**src/rtl/warpPkg.sv**
```systemverilog
package warpPkg;

    ////////////////////
    // sizes
    ////////////////////
    localparam int NUM_THREADS = 8;
    localparam int IB_DEPTH    = 4;
    localparam int SCB_DEPTH   = 4;

    ////////////////////
    // vector types
    ////////////////////
    typedef logic [31:0]                    instrT;
    typedef logic [4:0]                     regIdT;
    typedef logic [12:0]                    immT;
    typedef logic [3:0]                     opcodeT;
    typedef logic [NUM_THREADS-1:0]         threadMaskT;
    // pointer carries one wrap bit above the index
    typedef logic [$clog2(IB_DEPTH):0]      ibPtrT;
    typedef logic [$clog2(IB_DEPTH)-1:0]    ibIdxT;
    typedef logic [$clog2(SCB_DEPTH)-1:0]   scbIdT;

    ////////////////////
    // opcodes
    ////////////////////
    localparam opcodeT OP_NOP   = 4'h0;
    localparam opcodeT OP_ADD   = 4'h1;
    localparam opcodeT OP_SUB   = 4'h2;
    localparam opcodeT OP_ADDI  = 4'h3;
    localparam opcodeT OP_LOAD  = 4'h4;
    localparam opcodeT OP_STORE = 4'h5;

    // instruction field positions
    localparam int OPC_HI  = 31;
    localparam int OPC_LO  = 28;
    localparam int DST_HI  = 27;
    localparam int DST_LO  = 23;
    localparam int SRC1_HI = 22;
    localparam int SRC1_LO = 18;
    localparam int SRC2_HI = 17;
    localparam int SRC2_LO = 13;
    localparam int IMM_HI  = 12;
    localparam int IMM_LO  = 0;

endpackage
```
**src/rtl/warpIssueTop.sv**
```systemverilog
`timescale 1ns/1ps

module warpIssueTop
    import warpPkg::*;
(
    input  logic       clk,
    input  logic       rst,
    input  logic       fetchValid,
    input  instrT      fetchInstr,
    input  threadMaskT fetchMask,
    output logic       fetchReady,
    input  logic       memFbValid,
    input  threadMaskT memFbMask,
    input  logic       memMissDone,
    input  logic       wbValid,
    input  scbIdT      wbScbId,
    input  logic       ocFull,
    output logic       issueValid,
    output instrT      issueInstr,
    output threadMaskT issueMask,
    output regIdT      issueDst,
    output scbIdT      issueScbId,
    output logic       issueReplay
);

    // decoder to buffer
    logic       bufReady;
    logic       decValid;
    instrT      decInstr;
    threadMaskT decMask;
    regIdT      decSrc1;
    regIdT      decSrc2;
    regIdT      decDst;
    logic       decSrc1Valid;
    logic       decSrc2Valid;
    logic       decRegWrite;
    logic       decMemRead;
    logic       decMemWrite;

    // buffer to scoreboard
    logic       ibReq;
    logic       ibReplay;
    regIdT      ibSrc1;
    regIdT      ibSrc2;
    regIdT      ibDst;
    logic       ibSrc1Valid;
    logic       ibSrc2Valid;
    logic       ibRegWrite;
    instrT      ibInstr;
    threadMaskT ibMask;
    scbIdT      ibReplayScbId;
    logic       scbGrant;
    scbIdT      scbGrantId;

    instrDecoder instrDecoder_i (
        .clk          (clk),
        .rst          (rst),
        .fetchValid   (fetchValid),
        .fetchInstr   (fetchInstr),
        .fetchMask    (fetchMask),
        .fetchReady   (fetchReady),
        .bufReady     (bufReady),
        .decValid     (decValid),
        .decInstr     (decInstr),
        .decMask      (decMask),
        .decSrc1      (decSrc1),
        .decSrc1Valid (decSrc1Valid),
        .decSrc2      (decSrc2),
        .decSrc2Valid (decSrc2Valid),
        .decDst       (decDst),
        .decRegWrite  (decRegWrite),
        .decMemRead   (decMemRead),
        .decMemWrite  (decMemWrite)
    );

    instrBuffer instrBuffer_i (
        .clk           (clk),
        .rst           (rst),
        .decValid      (decValid),
        .decInstr      (decInstr),
        .decMask       (decMask),
        .decSrc1       (decSrc1),
        .decSrc1Valid  (decSrc1Valid),
        .decSrc2       (decSrc2),
        .decSrc2Valid  (decSrc2Valid),
        .decDst        (decDst),
        .decRegWrite   (decRegWrite),
        .decMemRead    (decMemRead),
        .decMemWrite   (decMemWrite),
        .bufReady      (bufReady),
        .ibReq         (ibReq),
        .ibReplay      (ibReplay),
        .ibSrc1        (ibSrc1),
        .ibSrc2        (ibSrc2),
        .ibDst         (ibDst),
        .ibSrc1Valid   (ibSrc1Valid),
        .ibSrc2Valid   (ibSrc2Valid),
        .ibRegWrite    (ibRegWrite),
        .ibInstr       (ibInstr),
        .ibMask        (ibMask),
        .ibReplayScbId (ibReplayScbId),
        .scbGrant      (scbGrant),
        .scbGrantId    (scbGrantId),
        .memFbValid    (memFbValid),
        .memFbMask     (memFbMask),
        .memMissDone   (memMissDone)
    );

    issueScoreboard issueScoreboard_i (
        .clk           (clk),
        .rst           (rst),
        .ibReq         (ibReq),
        .ibReplay      (ibReplay),
        .ibSrc1        (ibSrc1),
        .ibSrc2        (ibSrc2),
        .ibDst         (ibDst),
        .ibSrc1Valid   (ibSrc1Valid),
        .ibSrc2Valid   (ibSrc2Valid),
        .ibRegWrite    (ibRegWrite),
        .ibInstr       (ibInstr),
        .ibMask        (ibMask),
        .ibReplayScbId (ibReplayScbId),
        .scbGrant      (scbGrant),
        .scbGrantId    (scbGrantId),
        .ocFull        (ocFull),
        .wbValid       (wbValid),
        .wbScbId       (wbScbId),
        .issueValid    (issueValid),
        .issueInstr    (issueInstr),
        .issueMask     (issueMask),
        .issueDst      (issueDst),
        .issueScbId    (issueScbId),
        .issueReplay   (issueReplay)
    );

endmodule

```
**src/rtl/issueScoreboard.sv**
```systemverilog
`timescale 1ns/1ps

module issueScoreboard
    import warpPkg::*;
(
    input  logic       clk,
    input  logic       rst,
    input  logic       ibReq,
    input  logic       ibReplay,
    input  regIdT      ibSrc1,
    input  regIdT      ibSrc2,
    input  regIdT      ibDst,
    input  logic       ibSrc1Valid,
    input  logic       ibSrc2Valid,
    input  logic       ibRegWrite,
    input  instrT      ibInstr,
    input  threadMaskT ibMask,
    input  scbIdT      ibReplayScbId,
    output logic       scbGrant,
    output scbIdT      scbGrantId,
    input  logic       ocFull,
    input  logic       wbValid,
    input  scbIdT      wbScbId,
    output logic       issueValid,
    output instrT      issueInstr,
    output threadMaskT issueMask,
    output regIdT      issueDst,
    output scbIdT      issueScbId,
    output logic       issueReplay
);

    logic [SCB_DEPTH-1:0] slotValid;
    regIdT                slotDst [SCB_DEPTH];
    logic [SCB_DEPTH-1:0] hit;
    logic                 depend;
    logic                 scbFull;
    logic                 alloc;
    scbIdT                freeId;

    ////////////////////
    // hazard check
    ////////////////////
    always_comb begin
        for (int i = 0; i < SCB_DEPTH; i++) begin
            hit[i] = slotValid[i] &&
                     ((ibSrc1Valid && (ibSrc1 == slotDst[i])) ||
                      (ibSrc2Valid && (ibSrc2 == slotDst[i])) ||
                      (ibRegWrite  && (ibDst  == slotDst[i])));
        end
    end

    assign depend  = |hit;
    assign scbFull = &slotValid;

    // lowest free slot
    always_comb begin
        freeId = '0;
        for (int i = SCB_DEPTH - 1; i >= 0; i--) begin
            if (!slotValid[i]) begin
                freeId = scbIdT'(i);
            end
        end
    end

    // replays already own their slot
    assign scbGrant = ibReq && !ocFull &&
                      (ibReplay || (!depend && !(ibRegWrite && scbFull)));
    assign scbGrantId = ibReplay ? ibReplayScbId : freeId;
    assign alloc      = scbGrant && !ibReplay && ibRegWrite;

    always_ff @(posedge clk or negedge rst) begin
        if (!rst) begin
            slotValid <= '0;
        end else begin
            if (wbValid) begin
                slotValid[wbScbId] <= 1'b0;
            end
            if (alloc) begin
                slotValid[freeId] <= 1'b1;
            end
        end
    end

    always_ff @(posedge clk) begin
        if (alloc) begin
            slotDst[freeId] <= ibDst;
        end
    end

    ////////////////////
    // issue port
    ////////////////////
    always_ff @(posedge clk or negedge rst) begin
        if (!rst) begin
            issueValid <= 1'b0;
        end else begin
            issueValid <= scbGrant;
        end
    end

    always_ff @(posedge clk) begin
        if (scbGrant) begin
            issueInstr  <= ibInstr;
            issueMask   <= ibMask;
            issueDst    <= ibDst;
            issueScbId  <= scbGrantId;
            issueReplay <= ibReplay;
        end
    end

endmodule

```
**src/rtl/instrBuffer.sv**
```systemverilog
`timescale 1ns/1ps

module instrBuffer
    import warpPkg::*;
(
    input  logic       clk,
    input  logic       rst,
    input  logic       decValid,
    input  instrT      decInstr,
    input  threadMaskT decMask,
    input  regIdT      decSrc1,
    input  logic       decSrc1Valid,
    input  regIdT      decSrc2,
    input  logic       decSrc2Valid,
    input  regIdT      decDst,
    input  logic       decRegWrite,
    input  logic       decMemRead,
    input  logic       decMemWrite,
    output logic       bufReady,
    output logic       ibReq,
    output logic       ibReplay,
    output regIdT      ibSrc1,
    output regIdT      ibSrc2,
    output regIdT      ibDst,
    output logic       ibSrc1Valid,
    output logic       ibSrc2Valid,
    output logic       ibRegWrite,
    output instrT      ibInstr,
    output threadMaskT ibMask,
    output scbIdT      ibReplayScbId,
    input  logic       scbGrant,
    input  scbIdT      scbGrantId,
    input  logic       memFbValid,
    input  threadMaskT memFbMask,
    input  logic       memMissDone
);

    // entry storage
    instrT      instrQ [IB_DEPTH];
    threadMaskT maskQ  [IB_DEPTH];
    regIdT      src1Q  [IB_DEPTH];
    regIdT      src2Q  [IB_DEPTH];
    regIdT      dstQ   [IB_DEPTH];
    scbIdT      scbIdQ [IB_DEPTH];
    logic [IB_DEPTH-1:0] src1ValidQ;
    logic [IB_DEPTH-1:0] src2ValidQ;
    logic [IB_DEPTH-1:0] regWriteQ;
    logic [IB_DEPTH-1:0] memOpQ;

    logic [IB_DEPTH-1:0] entryValid;
    logic [IB_DEPTH-1:0] entryValidNext;
    logic [IB_DEPTH-1:0] replayFlag;
    logic [IB_DEPTH-1:0] replayNext;

    ibPtrT      wp;
    ibPtrT      rp;
    ibPtrT      irp;
    ibPtrT      rpNext;
    ibPtrT      depth;
    ibIdxT      wpIdx;
    ibIdxT      rpIdx;
    ibIdxT      irpIdx;
    ibIdxT      selIdx;
    logic       resident;
    logic       rpReq;
    logic       irpReq;
    logic       rpGrant;
    logic       irpGrant;
    threadMaskT irpMaskNext;
    logic       fbRetire;
    logic       fbReplay;

    assign wpIdx  = ibIdxT'(wp);
    assign rpIdx  = ibIdxT'(rp);
    assign irpIdx = ibIdxT'(irp);

    // occupancy runs from the oldest resident entry
    assign depth = wp - irp;
    // count the instruction sitting in the decoder as well
    assign bufReady = (depth + ibPtrT'(decValid)) < ibPtrT'(IB_DEPTH - 1);

    // irp lags rp only while a memory entry waits for feedback
    assign resident = (rp != irp) && entryValid[irpIdx];

    ////////////////////
    // memory feedback
    ////////////////////
    assign irpMaskNext = maskQ[irpIdx] & ~memFbMask;
    assign fbRetire    = resident && memFbValid && (irpMaskNext == '0);
    assign fbReplay    = resident && !fbRetire && (memFbValid || memMissDone);

    ////////////////////
    // issue request
    ////////////////////
    always_comb begin
        rpReq  = 1'b0;
        irpReq = 1'b0;
        if (!resident) begin
            rpReq = entryValid[rpIdx];
        end else if (replayFlag[irpIdx]) begin
            // replay goes ahead of younger entries
            irpReq = 1'b1;
        end else begin
            // a second memory op holds until the resident one leaves
            rpReq = entryValid[rpIdx] && !memOpQ[rpIdx];
        end
    end

    assign ibReq    = rpReq || irpReq;
    assign ibReplay = irpReq;
    assign rpGrant  = rpReq && scbGrant;
    assign irpGrant = irpReq && scbGrant;
    assign rpNext   = rpGrant ? rp + ibPtrT'(1) : rp;

    always_comb begin
        entryValidNext = entryValid;
        replayNext     = replayFlag;
        if (decValid) begin
            entryValidNext[wpIdx] = 1'b1;
            replayNext[wpIdx]     = 1'b0;
        end
        // memory ops stay behind as the resident entry
        if (rpGrant && !memOpQ[rpIdx]) begin
            entryValidNext[rpIdx] = 1'b0;
        end
        if (irpGrant) begin
            replayNext[irpIdx] = 1'b0;
        end
        if (fbRetire) begin
            entryValidNext[irpIdx] = 1'b0;
        end
        // fresh feedback wins over a grant in the same cycle
        if (fbReplay) begin
            replayNext[irpIdx] = 1'b1;
        end
    end

    always_ff @(posedge clk or negedge rst) begin
        if (!rst) begin
            wp         <= '0;
            rp         <= '0;
            irp        <= '0;
            entryValid <= '0;
            replayFlag <= '0;
        end else begin
            wp         <= decValid ? wp + ibPtrT'(1) : wp;
            rp         <= rpNext;
            irp        <= entryValidNext[irpIdx] ? irp : rpNext;
            entryValid <= entryValidNext;
            replayFlag <= replayNext;
        end
    end

    always_ff @(posedge clk) begin
        if (decValid) begin
            instrQ[wpIdx]     <= decInstr;
            maskQ[wpIdx]      <= decMask;
            src1Q[wpIdx]      <= decSrc1;
            src2Q[wpIdx]      <= decSrc2;
            dstQ[wpIdx]       <= decDst;
            src1ValidQ[wpIdx] <= decSrc1Valid;
            src2ValidQ[wpIdx] <= decSrc2Valid;
            regWriteQ[wpIdx]  <= decRegWrite;
            memOpQ[wpIdx]     <= decMemRead || decMemWrite;
        end
        // completed threads leave the private mask
        if (resident && memFbValid) begin
            maskQ[irpIdx] <= irpMaskNext;
        end
        if (rpGrant) begin
            scbIdQ[rpIdx] <= scbGrantId;
        end
    end

    ////////////////////
    // outputs to scoreboard
    ////////////////////
    assign selIdx        = irpReq ? irpIdx : rpIdx;
    assign ibSrc1        = src1Q[selIdx];
    assign ibSrc2        = src2Q[selIdx];
    assign ibDst         = dstQ[selIdx];
    assign ibSrc1Valid   = src1ValidQ[selIdx];
    assign ibSrc2Valid   = src2ValidQ[selIdx];
    assign ibRegWrite    = regWriteQ[selIdx];
    assign ibInstr       = instrQ[selIdx];
    assign ibMask        = maskQ[selIdx];
    assign ibReplayScbId = scbIdQ[irpIdx];

endmodule

```
**src/rtl/instrDecoder.sv**
```systemverilog
`timescale 1ns/1ps

module instrDecoder
    import warpPkg::*;
(
    input  logic       clk,
    input  logic       rst,
    input  logic       fetchValid,
    input  instrT      fetchInstr,
    input  threadMaskT fetchMask,
    output logic       fetchReady,
    input  logic       bufReady,
    output logic       decValid,
    output instrT      decInstr,
    output threadMaskT decMask,
    output regIdT      decSrc1,
    output logic       decSrc1Valid,
    output regIdT      decSrc2,
    output logic       decSrc2Valid,
    output regIdT      decDst,
    output logic       decRegWrite,
    output logic       decMemRead,
    output logic       decMemWrite
);

    opcodeT opcode;
    logic   keep;
    logic   useSrc1;
    logic   useSrc2;
    logic   regWrite;
    logic   memRead;
    logic   memWrite;

    // buffer already counts the instruction held in decValid
    assign fetchReady = bufReady;

    assign opcode = fetchInstr[OPC_HI:OPC_LO];

    // control flags by opcode
    always_comb begin
        keep     = 1'b1;
        useSrc1  = 1'b0;
        useSrc2  = 1'b0;
        regWrite = 1'b0;
        memRead  = 1'b0;
        memWrite = 1'b0;
        case (opcode)
            OP_ADD, OP_SUB: begin
                useSrc1  = 1'b1;
                useSrc2  = 1'b1;
                regWrite = 1'b1;
            end
            OP_ADDI: begin
                useSrc1  = 1'b1;
                regWrite = 1'b1;
            end
            OP_LOAD: begin
                useSrc1  = 1'b1;
                regWrite = 1'b1;
                memRead  = 1'b1;
            end
            OP_STORE: begin
                useSrc1  = 1'b1;
                useSrc2  = 1'b1;
                memWrite = 1'b1;
            end
            // nop and unused opcodes are dropped here
            default: keep = 1'b0;
        endcase
    end

    always_ff @(posedge clk or negedge rst) begin
        if (!rst) begin
            decValid <= 1'b0;
        end else begin
            decValid <= fetchValid && keep;
        end
    end

    always_ff @(posedge clk) begin
        if (fetchValid) begin
            decInstr     <= fetchInstr;
            decMask      <= fetchMask;
            decSrc1      <= fetchInstr[SRC1_HI:SRC1_LO];
            decSrc2      <= fetchInstr[SRC2_HI:SRC2_LO];
            decDst       <= fetchInstr[DST_HI:DST_LO];
            decSrc1Valid <= useSrc1;
            decSrc2Valid <= useSrc2;
            decRegWrite  <= regWrite;
            decMemRead   <= memRead;
            decMemWrite  <= memWrite;
        end
    end

endmodule

```
**config.mk**
```make
export PLATFORM = sky130hd
export DESIGN_NAME = warpIssueTop
export DESIGN_NICKNAME = d
export VERILOG_FILES = /design/src/rtl/warpPkg.sv /design/src/rtl/warpIssueTop.sv /design/src/rtl/issueScoreboard.sv /design/src/rtl/instrBuffer.sv /design/src/rtl/instrDecoder.sv
export SDC_FILE = /design/constraint.sdc
export NUM_CORES = 1
export LEC_CHECK = 0
export BUFFER_PORTS_ARGS = -buffer_cell sky130_fd_sc_hd__buf_2
export CAP_MARGIN = 20
export CELL_PAD_IN_SITES_DETAIL_PLACEMENT = 0
export CELL_PAD_IN_SITES_GLOBAL_PLACEMENT = 2
export CORE_AREA = 3 3 195 216
export CTS_BUF_LIST = sky130_fd_sc_hd__clkbuf_2
export DETAILED_ROUTE_END_ITERATION = 10
export DIE_AREA = 0 0 198 219
export PLACE_DENSITY_LB_ADDON = 0.1
export SLEW_MARGIN = 25
export SYNTH_ARGS = -nofsm -noshare
export SYNTH_HDL_FRONTEND = slang
export SYNTH_SLANG_ARGS = --single-unit
```
**constraint.sdc**
```tcl
create_clock -name clk -period 5.85 [get_ports clk]
set_input_delay 1.17 -clock clk [delete_from_list [all_inputs] [get_ports clk]]
set_output_delay 1.17 -clock clk [all_outputs]
set_load 0.01 [all_outputs]
```
==> results.md, run 1 <==
* CP endpoint kind: flip-flop
* Max Cap Violations at 0
* Worst EP arrival at 5.98 ns
* Total Power at 10.9 mW
* Vias in the first global route at 10,800
* Syn_area_per_cell at 13.1 µm²
* Critical path buffers and inverters at 1
* Yosys top cell by area: edfxtp_1
* Least-Margin Pin Slew at 0.992 ns
* Dominant synthesized flop cell: edfxtp_1
* Seq cells post-synth at 315
* RR Endpoint: instrBuffer_i.irp[2]
* Fin crit period at 5.15 ns
* Achievable Freq at 194 MHz
* Post-Route Utilization at 44.2%
* Cts hold-fix bufs at 0
* Setup WS post-layout at 0.705 ns
* Slew headroom at 33.6%
* Core area at about 40,000 µm²
* Clock skew at 0.0993 ns
* Leak at 6.40 nW
* Worst vdd ir at between 300 and 400 µV
* Asr flop ratio synth at under 10%
* Number of DRC markers in iteration 0 at 592
* Num CTS Buffers at 82
* Leading cell type in the layout, fill and taps excluded: edfxtp_1
* Residual DRC at 0
* Cell area after layout at between 15,000 and 20,000 µm²
* Final Max Slew Viols at 0
* Worst path slowest cell: a21oi_4
* Placed instance area at between 15,000 and 20,000 µm²
* Initial Util at 39.8%
* Mapped cell area at 16,000 µm²
* Top-area cell type share of the netlist area at ~55%
* P per Cell Area at slightly above 600 nW/µm²
* Largest net degree at the start of global routing at 51
* H-tree lvl count at 3
* Synthesis Warnings at 0
* # port buffers at about 110
* Unrepaired setup endpoints after global routing: false
* Crit Path Max Fanout at 26
* Ports at around 110
* Overall routing resource usage at 20.2%
* CTS tree: done
* CTS max path bufs at 3
* Hold/Removal Path Class: input port to async pin
* Global-route wire length before repair at between 60 and 70 mm
* Setup TNS at 0 ns
* Cell Chain, Critical Path: mux4_2, and2_4, a21oi_4, buf_4, a21oi_1, a221oi_1, a21oi_1, or3b_2, nand4_4, nor4_4, o21ai_0, a211oi_2, mux2_1
* Critical path startpoint category: flip-flop
* Cts repair resizes at 0
* Total grt overflow at 0
* Drt first pass iters at 5
* # Post-CTS Setup Buffers at 0
* Post-synthesis instance total at 1,219
* CP Depth at 13
* Worst setup path class: flip-flop to flip-flop
* Post-DRT Antenna Nets at 0
* Crit Reg-Reg Startpoint: instrBuffer_i.irp[1]
* Reg-to-reg slack, setup at around 0.7 ns
* Final period util at 88.0%
* Site Rows at 77
* Final HPWL from detailed placement at 29.3 mm
* CTS Sinks at about 320
* Root Buffer: clkbuf_2
* Worst R2R Path Depth at 13
* DR WL/cell at roughly 22 µm
* Post-synth EDFFs at 292
* Antenna violations before repair at 3
* Clk_lat worst skew at 1.05 ns
* Die Y at between 200 and 250 µm
* Area grow syn2layout at 10.9%
* Critical Path Max Stage Delay at 0.76 ns
* Vias per cell at 5.54
* Clk slew on worst S/H paths at 0.11 ns
* Critical Path RT at 6.69 ns
* Mapped Nets at 1,288
* Finish-stage setup viols at 0
* Pre-CTS setup slack at 0.804 ns
* Commonest non-fill, non-tap cells in the layout: edfxtp_1, clkbuf_2, buf_2
* Top post-synthesis cells by area: edfxtp_1, mux2_2, mux2i_1
* Outcome: completed
* Vias at 10,700
* Die X at 198 µm
* Hold Fails Final Rpt at 0
* Nets at 1,425
* Top cell by count, worst path: a21oi_1
* WL final at 43.4 mm
* # fillers at 3,781
* Yosys cell types at 89
* GPL Wtd Cong at 0.884
* Top delay family on crit path: compound AO/OA/AOI/OAI gates
* Sequential area share after synthesis at 58.5%
* Die area at around 43,000 µm²
* Share of layout cells above drive strength 1 at 28.8%
==> cell type report <==
class	instances	area, µm²	area share, %
Clock inverter	27	131	0.742
Inverter	22	82.6	0.466
Antenna cell	2	5.00	0.0283
Sequential cell	315	9350	52.8
Tap cell	513	642	3.63
Timing Repair Buffer	135	773	4.37
Clock buffer	116	581	3.28
Multi-Input combinational cell	800	6140	34.7
==> cell usage after synthesis, types with 5 or more instances <==
cell,n
buf_2,23
nand3_1,39
a221oi_2,6
and3_1,11
nand2b_1,12
buf_6,6
buf_1,16
mux2i_1,72
a221o_1,5
nand4_1,14
or3_1,13
o21a_1,5
nor2_1,53
a211oi_1,9
xnor2_1,40
xor2_1,16
o22ai_1,11
nand2_1,67
buf_4,16
nor3_1,23
or4_1,12
and2_1,16
o21ai_1,7
clkbuf_1,21
a221oi_1,7
inv_1,21
dfrtp_1,23
nor2b_1,30
or2_2,7
edfxtp_1,292
ha_1,11
a21o_1,7
o21ai_0,55
mux4_2,17
nor4_1,6
mux2_2,82
o211ai_1,7
a21oi_1,55
==> registers in the layout, indices dropped and copies added, names as in the netlist, 8 cells and up <==
| signal | flops |
|---|---|
| instrBuffer_i.dstQ | 16 |
| instrBuffer_i.instrQ | 112 |
| instrBuffer_i.maskQ | 32 |
| instrBuffer_i.scbIdQ | 8 |
| instrDecoder_i.decInstr | 20 |
| instrDecoder_i.decMask | 8 |
| issueScoreboard_i.issueInstr | 32 |
| issueScoreboard_i.issueMask | 8 |
| issueScoreboard_i.slotDst | 20 |
==> worst max path at each step <==
| stage | start | end | slack, ns |
|---|---|---|---|
| floorplan | instrBuffer_i.irp[0] | issueScoreboard_i.issueInstr[0] | 0.23 |
| global placement | instrBuffer_i.irp[1] | instrBuffer_i.irp[2] | 0.86 |
| detailed placement | instrBuffer_i.irp[1] | instrBuffer_i.irp[2] | 0.80 |
| CTS | instrBuffer_i.irp[1] | instrBuffer_i.irp[2] | 0.73 |
| global route | instrBuffer_i.irp[1] | instrBuffer_i.irp[2] | 0.46 |
| finish | instrBuffer_i.irp[1] | instrBuffer_i.irp[2] | 0.70 |
==> power breakdown <==
part,internal (mW),switching (mW),leakage (nW)
registers,3.19,0.289,2.97
clock network,0.543,0.928,0.538
logic,2.22,3.73,2.89
==> logic make-up (layout without fill, tap and decap cells) <==
kind of cell	after synthesis	in the layout	share of synthesized area [%]
buf+inv	104	300	3.28
simple gates	333	333	11.5
fa+ha+maj	12	12	0.987
other cells	0	2	0
flops	315	315	58.5
xor+xnor	56	56	3.07
compound gates	227	227	9.86
mux	172	172	12.8
==> stage by stage <==
step,hold slack [ns],cells
after detailed placement,0.489,1785
final,0.162,1930
after CTS,0.0110,1928
after global routing,0.0986,1929
after floorplan,0.459,1219
after global placement,0.466,1785
==> worst register-to-register path: stages, from the launching register on <==
cell      delay, ns
dfrtp_1        0.75
mux4_2         0.48
and2_4         0.30
a21oi_4        0.76
buf_4          0.34
a21oi_1        0.07
a221oi_1       0.28
a21oi_1        0.08
or3b_2         0.25
nand4_4        0.13
nor4_4         0.65
o21ai_0        0.28
a211oi_2       0.25
mux2_1         0.35
==> per-layer routing <==
metal,track usage [%],vias to the layer above,wire (µm)
met5,0,-,13
met4,8.64,2,1340
met3,4.38,78,2230
met2,31.4,306,20000
met1,27.6,5298,19700
li1,-,5013,-
No activity file was read; power rests on OpenSTA's default activity.
==> run 2, diff against run 1 <==
--- a/config.mk
+++ b/config.mk
@@ -9,10 +9,10 @@
 export CAP_MARGIN = 20
 export CELL_PAD_IN_SITES_DETAIL_PLACEMENT = 0
 export CELL_PAD_IN_SITES_GLOBAL_PLACEMENT = 2
-export CORE_AREA = 3 3 195 216
+export CORE_AREA = 3 3 178 198
 export CTS_BUF_LIST = sky130_fd_sc_hd__clkbuf_2
 export DETAILED_ROUTE_END_ITERATION = 10
-export DIE_AREA = 0 0 198 219
+export DIE_AREA = 0 0 181 201
 export PLACE_DENSITY_LB_ADDON = 0.1
 export SLEW_MARGIN = 25
 export SYNTH_ARGS = -nofsm -noshare
==> constraint.sdc (replaced) <==
create_clock -name clk -period 6.2 [get_ports clk]
set_input_delay 1.24 -clock clk [delete_from_list [all_inputs] [get_ports clk]]
set_output_delay 1.24 -clock clk [all_outputs]
set_load 0.01 [all_outputs]
==> run 2 against run 1 <==
Against the previous run: die area is 16% lower; clock skew is 0.010 ns lower; highest routed layer unchanged; setup slack better by 0.43 ns; critical path depth is 2 higher; global-route usage is 2.2 points higher; critical endpoint unchanged; first-iteration DRC count is 34% higher; final cell count is 3.9% lower; flip-flop and latch count stayed put; cell area hardly changed; utilization is 9.2 points higher.
==> results.md, run 2 (synthesis results as in run 1) <==
* Total Power at 10.4 mW (-4.8%)
* Vias per cell at 5.77 (+4.2%)
* Slew headroom at 34.1% (+0.47 points)
* Num CTS Buffers at 79 (-3.7%)
* Largest net degree at the start of global routing at 51 (unchanged)
* Least-Margin Pin Slew at 0.982 ns (-0.00990 ns)
* Commonest non-fill, non-tap cells in the layout: edfxtp_1, clkbuf_2, buf_2
* Die Y at 201 µm (-8.2%)
* Register Area at 9350 µm² (unchanged)
* Global-route wire length before repair at 63.5 mm (-3.5%)
* Die area at 36,400 µm² (-16%)
* Core area at 33,200 µm² (-17%)
* Critical path startpoint category: flip-flop
* Finish-stage setup viols at 0 (unchanged)
* Sw Ratio at 44.4% (-1.0 points)
* Final period util at 81.6% (-6.3 points)
* GPL Wtd Cong at 0.884 (unchanged)
* Setup WS post-layout at 1.14 ns (+0.434 ns)
* H-tree lvl count at 3 (unchanged)
* Pint at 5.77 mW (-3.1%)
* Top Registers: instrBuffer_i.instrQ x112, instrBuffer_i.maskQ x32, issueScoreboard_i.issueInstr x32
* Max Cap Violations at 0 (unchanged)
* Nets at 1,428 (+0.21%)
* Worst setup path class: flip-flop to flip-flop
* Clock share of power at 14.7% (+1.2 points)
* Psw at 4.60 mW (-6.9%)
* Leading cell type in the layout, fill and taps excluded: edfxtp_1
* Share of layout cells above drive strength 1 at 28.9% (+0.090 points)
* DR WL/cell at 22.2 µm (-1.4%)
* Ports at 107 (unchanged)
* WL final at 41.1 mm (-5.3%)
* Die X at 181 µm (-8.6%)
* Crit Path Max Fanout at 41 (+58%)
* Vias at 10,700 (+0.065%)
* CTS max path bufs at 3 (unchanged)
* Worst vdd ir at 233 µV (-33%)
* Area grow syn2layout at 11.0% (about the same)
* Largest register FFs at 112 (unchanged)
* Largest reg by FF count: instrBuffer_i.instrQ
* CP endpoint kind: flip-flop
* Hold Fails Final Rpt at 0 (unchanged)
* Residual DRC at 0 (unchanged)
* Final HPWL from detailed placement at 27.9 mm (-4.8%)
* RR Endpoint: instrBuffer_i.irp[2]
* Cts repair resizes at 0 (unchanged)
* Antenna violations before repair at 2 (-1)
* Crit Reg-Reg Startpoint: instrBuffer_i.irp[1]
* Final Max Slew Viols at 0 (unchanged)
* Fin crit period at 5.06 ns (-0.0836 ns)
* Worst path slowest cell: nor4_4
* Hold/Removal Path Class: input port to async pin
* Comb power frac at 54.0% (-0.6 points)
* # fillers at 2,897 (-23%)
* Initial Util at 48.1% (+8.3 points)
* Clk_lat worst skew at 0.93 ns (-0.12 ns)
* Vias in the first global route at 10,700 (-1.2%)
* Overall routing resource usage at 22.4% (+2.2 points)
* Clk slew on worst S/H paths at 0.10 ns (about the same)
* CTS Sinks at 315 (unchanged)
* Achievable Freq at 198 MHz (+1.7%)
* Top cell by count, worst path: buf_4
* Flop pwr share at 31.3% (-0.6 points)
* Multi-input gate area at 6140 µm² (about the same)
* Number of DRC markers in iteration 0 at 791 (+34%)
* Setup TNS at 0 ns (unchanged)
* # Post-CTS Setup Buffers at 0 (unchanged)
* Critical Path RT at 6.97 ns (+0.28 ns)
* Critical Path Max Stage Delay at 0.61 ns (-0.15 ns)
* Post-DRT Antenna Nets at 0 (unchanged)
* Worst R2R Path Depth at 15 (+2)
* # port buffers at 106 (unchanged)
* Root Buffer: clkbuf_2
* Site Rows at 70 (-9.1%)
* Cell Chain, Critical Path: buf_4, mux4_2, and2_4, a21o_1, buf_4, buf_4, a21oi_1, a221oi_1, a311oi_1, a41oi_1, nand4_2, nor4_4, o21ai_0, a211oi_2, mux2_1
* Pre-CTS setup slack at 1.19 ns (+0.390 ns)
* Clock skew at 0.0893 ns (-0.00998 ns)
* Total grt overflow at 0 (unchanged)
* Worst EP arrival at 5.83 ns (-0.15 ns)
* Reg-to-reg slack, setup at 1.14 ns (+0.43 ns)
* Outcome: completed
* Cts hold-fix bufs at 0 (unchanged)
* P per Cell Area at 586 nW/µm² (-4.9%)
* Leak at 6.46 nW (+1.0%)
* Unrepaired setup endpoints after global routing: false
* CTS tree: done
* Drt first pass iters at 5 (unchanged)
-- run 2: changes by cell type in the layout (fill, tap and decap cells not counted), moves of 2 or more --
cell | before | now
clkinvlp_4 | 3 | 0
bufinv_16 | 0 | 4
clkinv_1 | 17 | 19
clkinv_4 | 1 | 4
clkinv_2 | 3 | 7
clkbuf_2 | 116 | 106
buf_4 | 27 | 35
buf_12 | 2 | 0
-- run 2: worst max-delay path: cells and delay by family, from the launching register on --
| family | cells | cell delay (ns) |
|---|---|---|
| compound gates | 7 | 1.50 |
| simple gates | 3 | 1.32 |
| buf+inv | 3 | 0.93 |
| mux | 2 | 0.65 |
| flops | 1 | 0.50 |
-- run 2: power by group through the flow --
stage               combinational (mW)  clock (mW)  sequential [mW]
floorplan                         4.02           0             3.29
global placement                  5.56           0             3.29
detailed placement                5.56           0             3.30
CTS                               5.59        1.59             3.25
global route                      6.10        1.71             3.29
finish                            5.60        1.53             3.25
-- run 2: metrics by stage --
step	hold WS (ns)	util (%)	std cells	cell area, µm²
after floorplan	0.459	-	1219	16000
after global placement	0.468	50.9	1710	16900
after detailed placement	0.479	50.9	1710	16900
after CTS	0.259	53.4	1853	17700
after global routing	0.253	53.4	1854	17700
final	0.349	53.4	1854	17700
-- run 2: layout make-up --
| cell class | instances | share of cell area, % |
|---|---|---|
| Inverter | 22 | 0.466 |
| Antenna cell | 1 | 0.0141 |
| Multi-Input combinational cell | 800 | 34.7 |
| Sequential cell | 315 | 52.7 |
| Clock inverter | 37 | 1.60 |
| Timing Repair Buffer | 141 | 4.48 |
| Tap cell | 432 | 3.05 |
| Clock buffer | 106 | 2.99 |
-- run 2: metal layers --
metal	track usage [%]	share of wire, %	wire length, µm	vias to the layer above
met4	7.43	2.5	1030	2
met5	0	0.032	13	-
li1	-	-	-	5032
met2	35.4	47	19200	375
met3	4.44	5.9	2440	77
met1	31.4	45	18400	5218
-- run 2: how the worst max path moves through the flow --
stage	start	to	slack (ns)	depth (start not counted)
finish	instrBuffer_i.irp[1]	instrBuffer_i.irp[2]	1.14	15
global route	instrBuffer_i.irp[1]	instrBuffer_i.irp[2]	0.93	15
floorplan	instrBuffer_i.irp[0]	issueScoreboard_i.issueInstr[0]	0.58	14
global placement	instrBuffer_i.irp[1]	instrBuffer_i.irp[2]	1.29	15
detailed placement	instrBuffer_i.irp[1]	instrBuffer_i.irp[2]	1.19	15
CTS	instrBuffer_i.irp[1]	instrBuffer_i.irp[2]	1.19	15
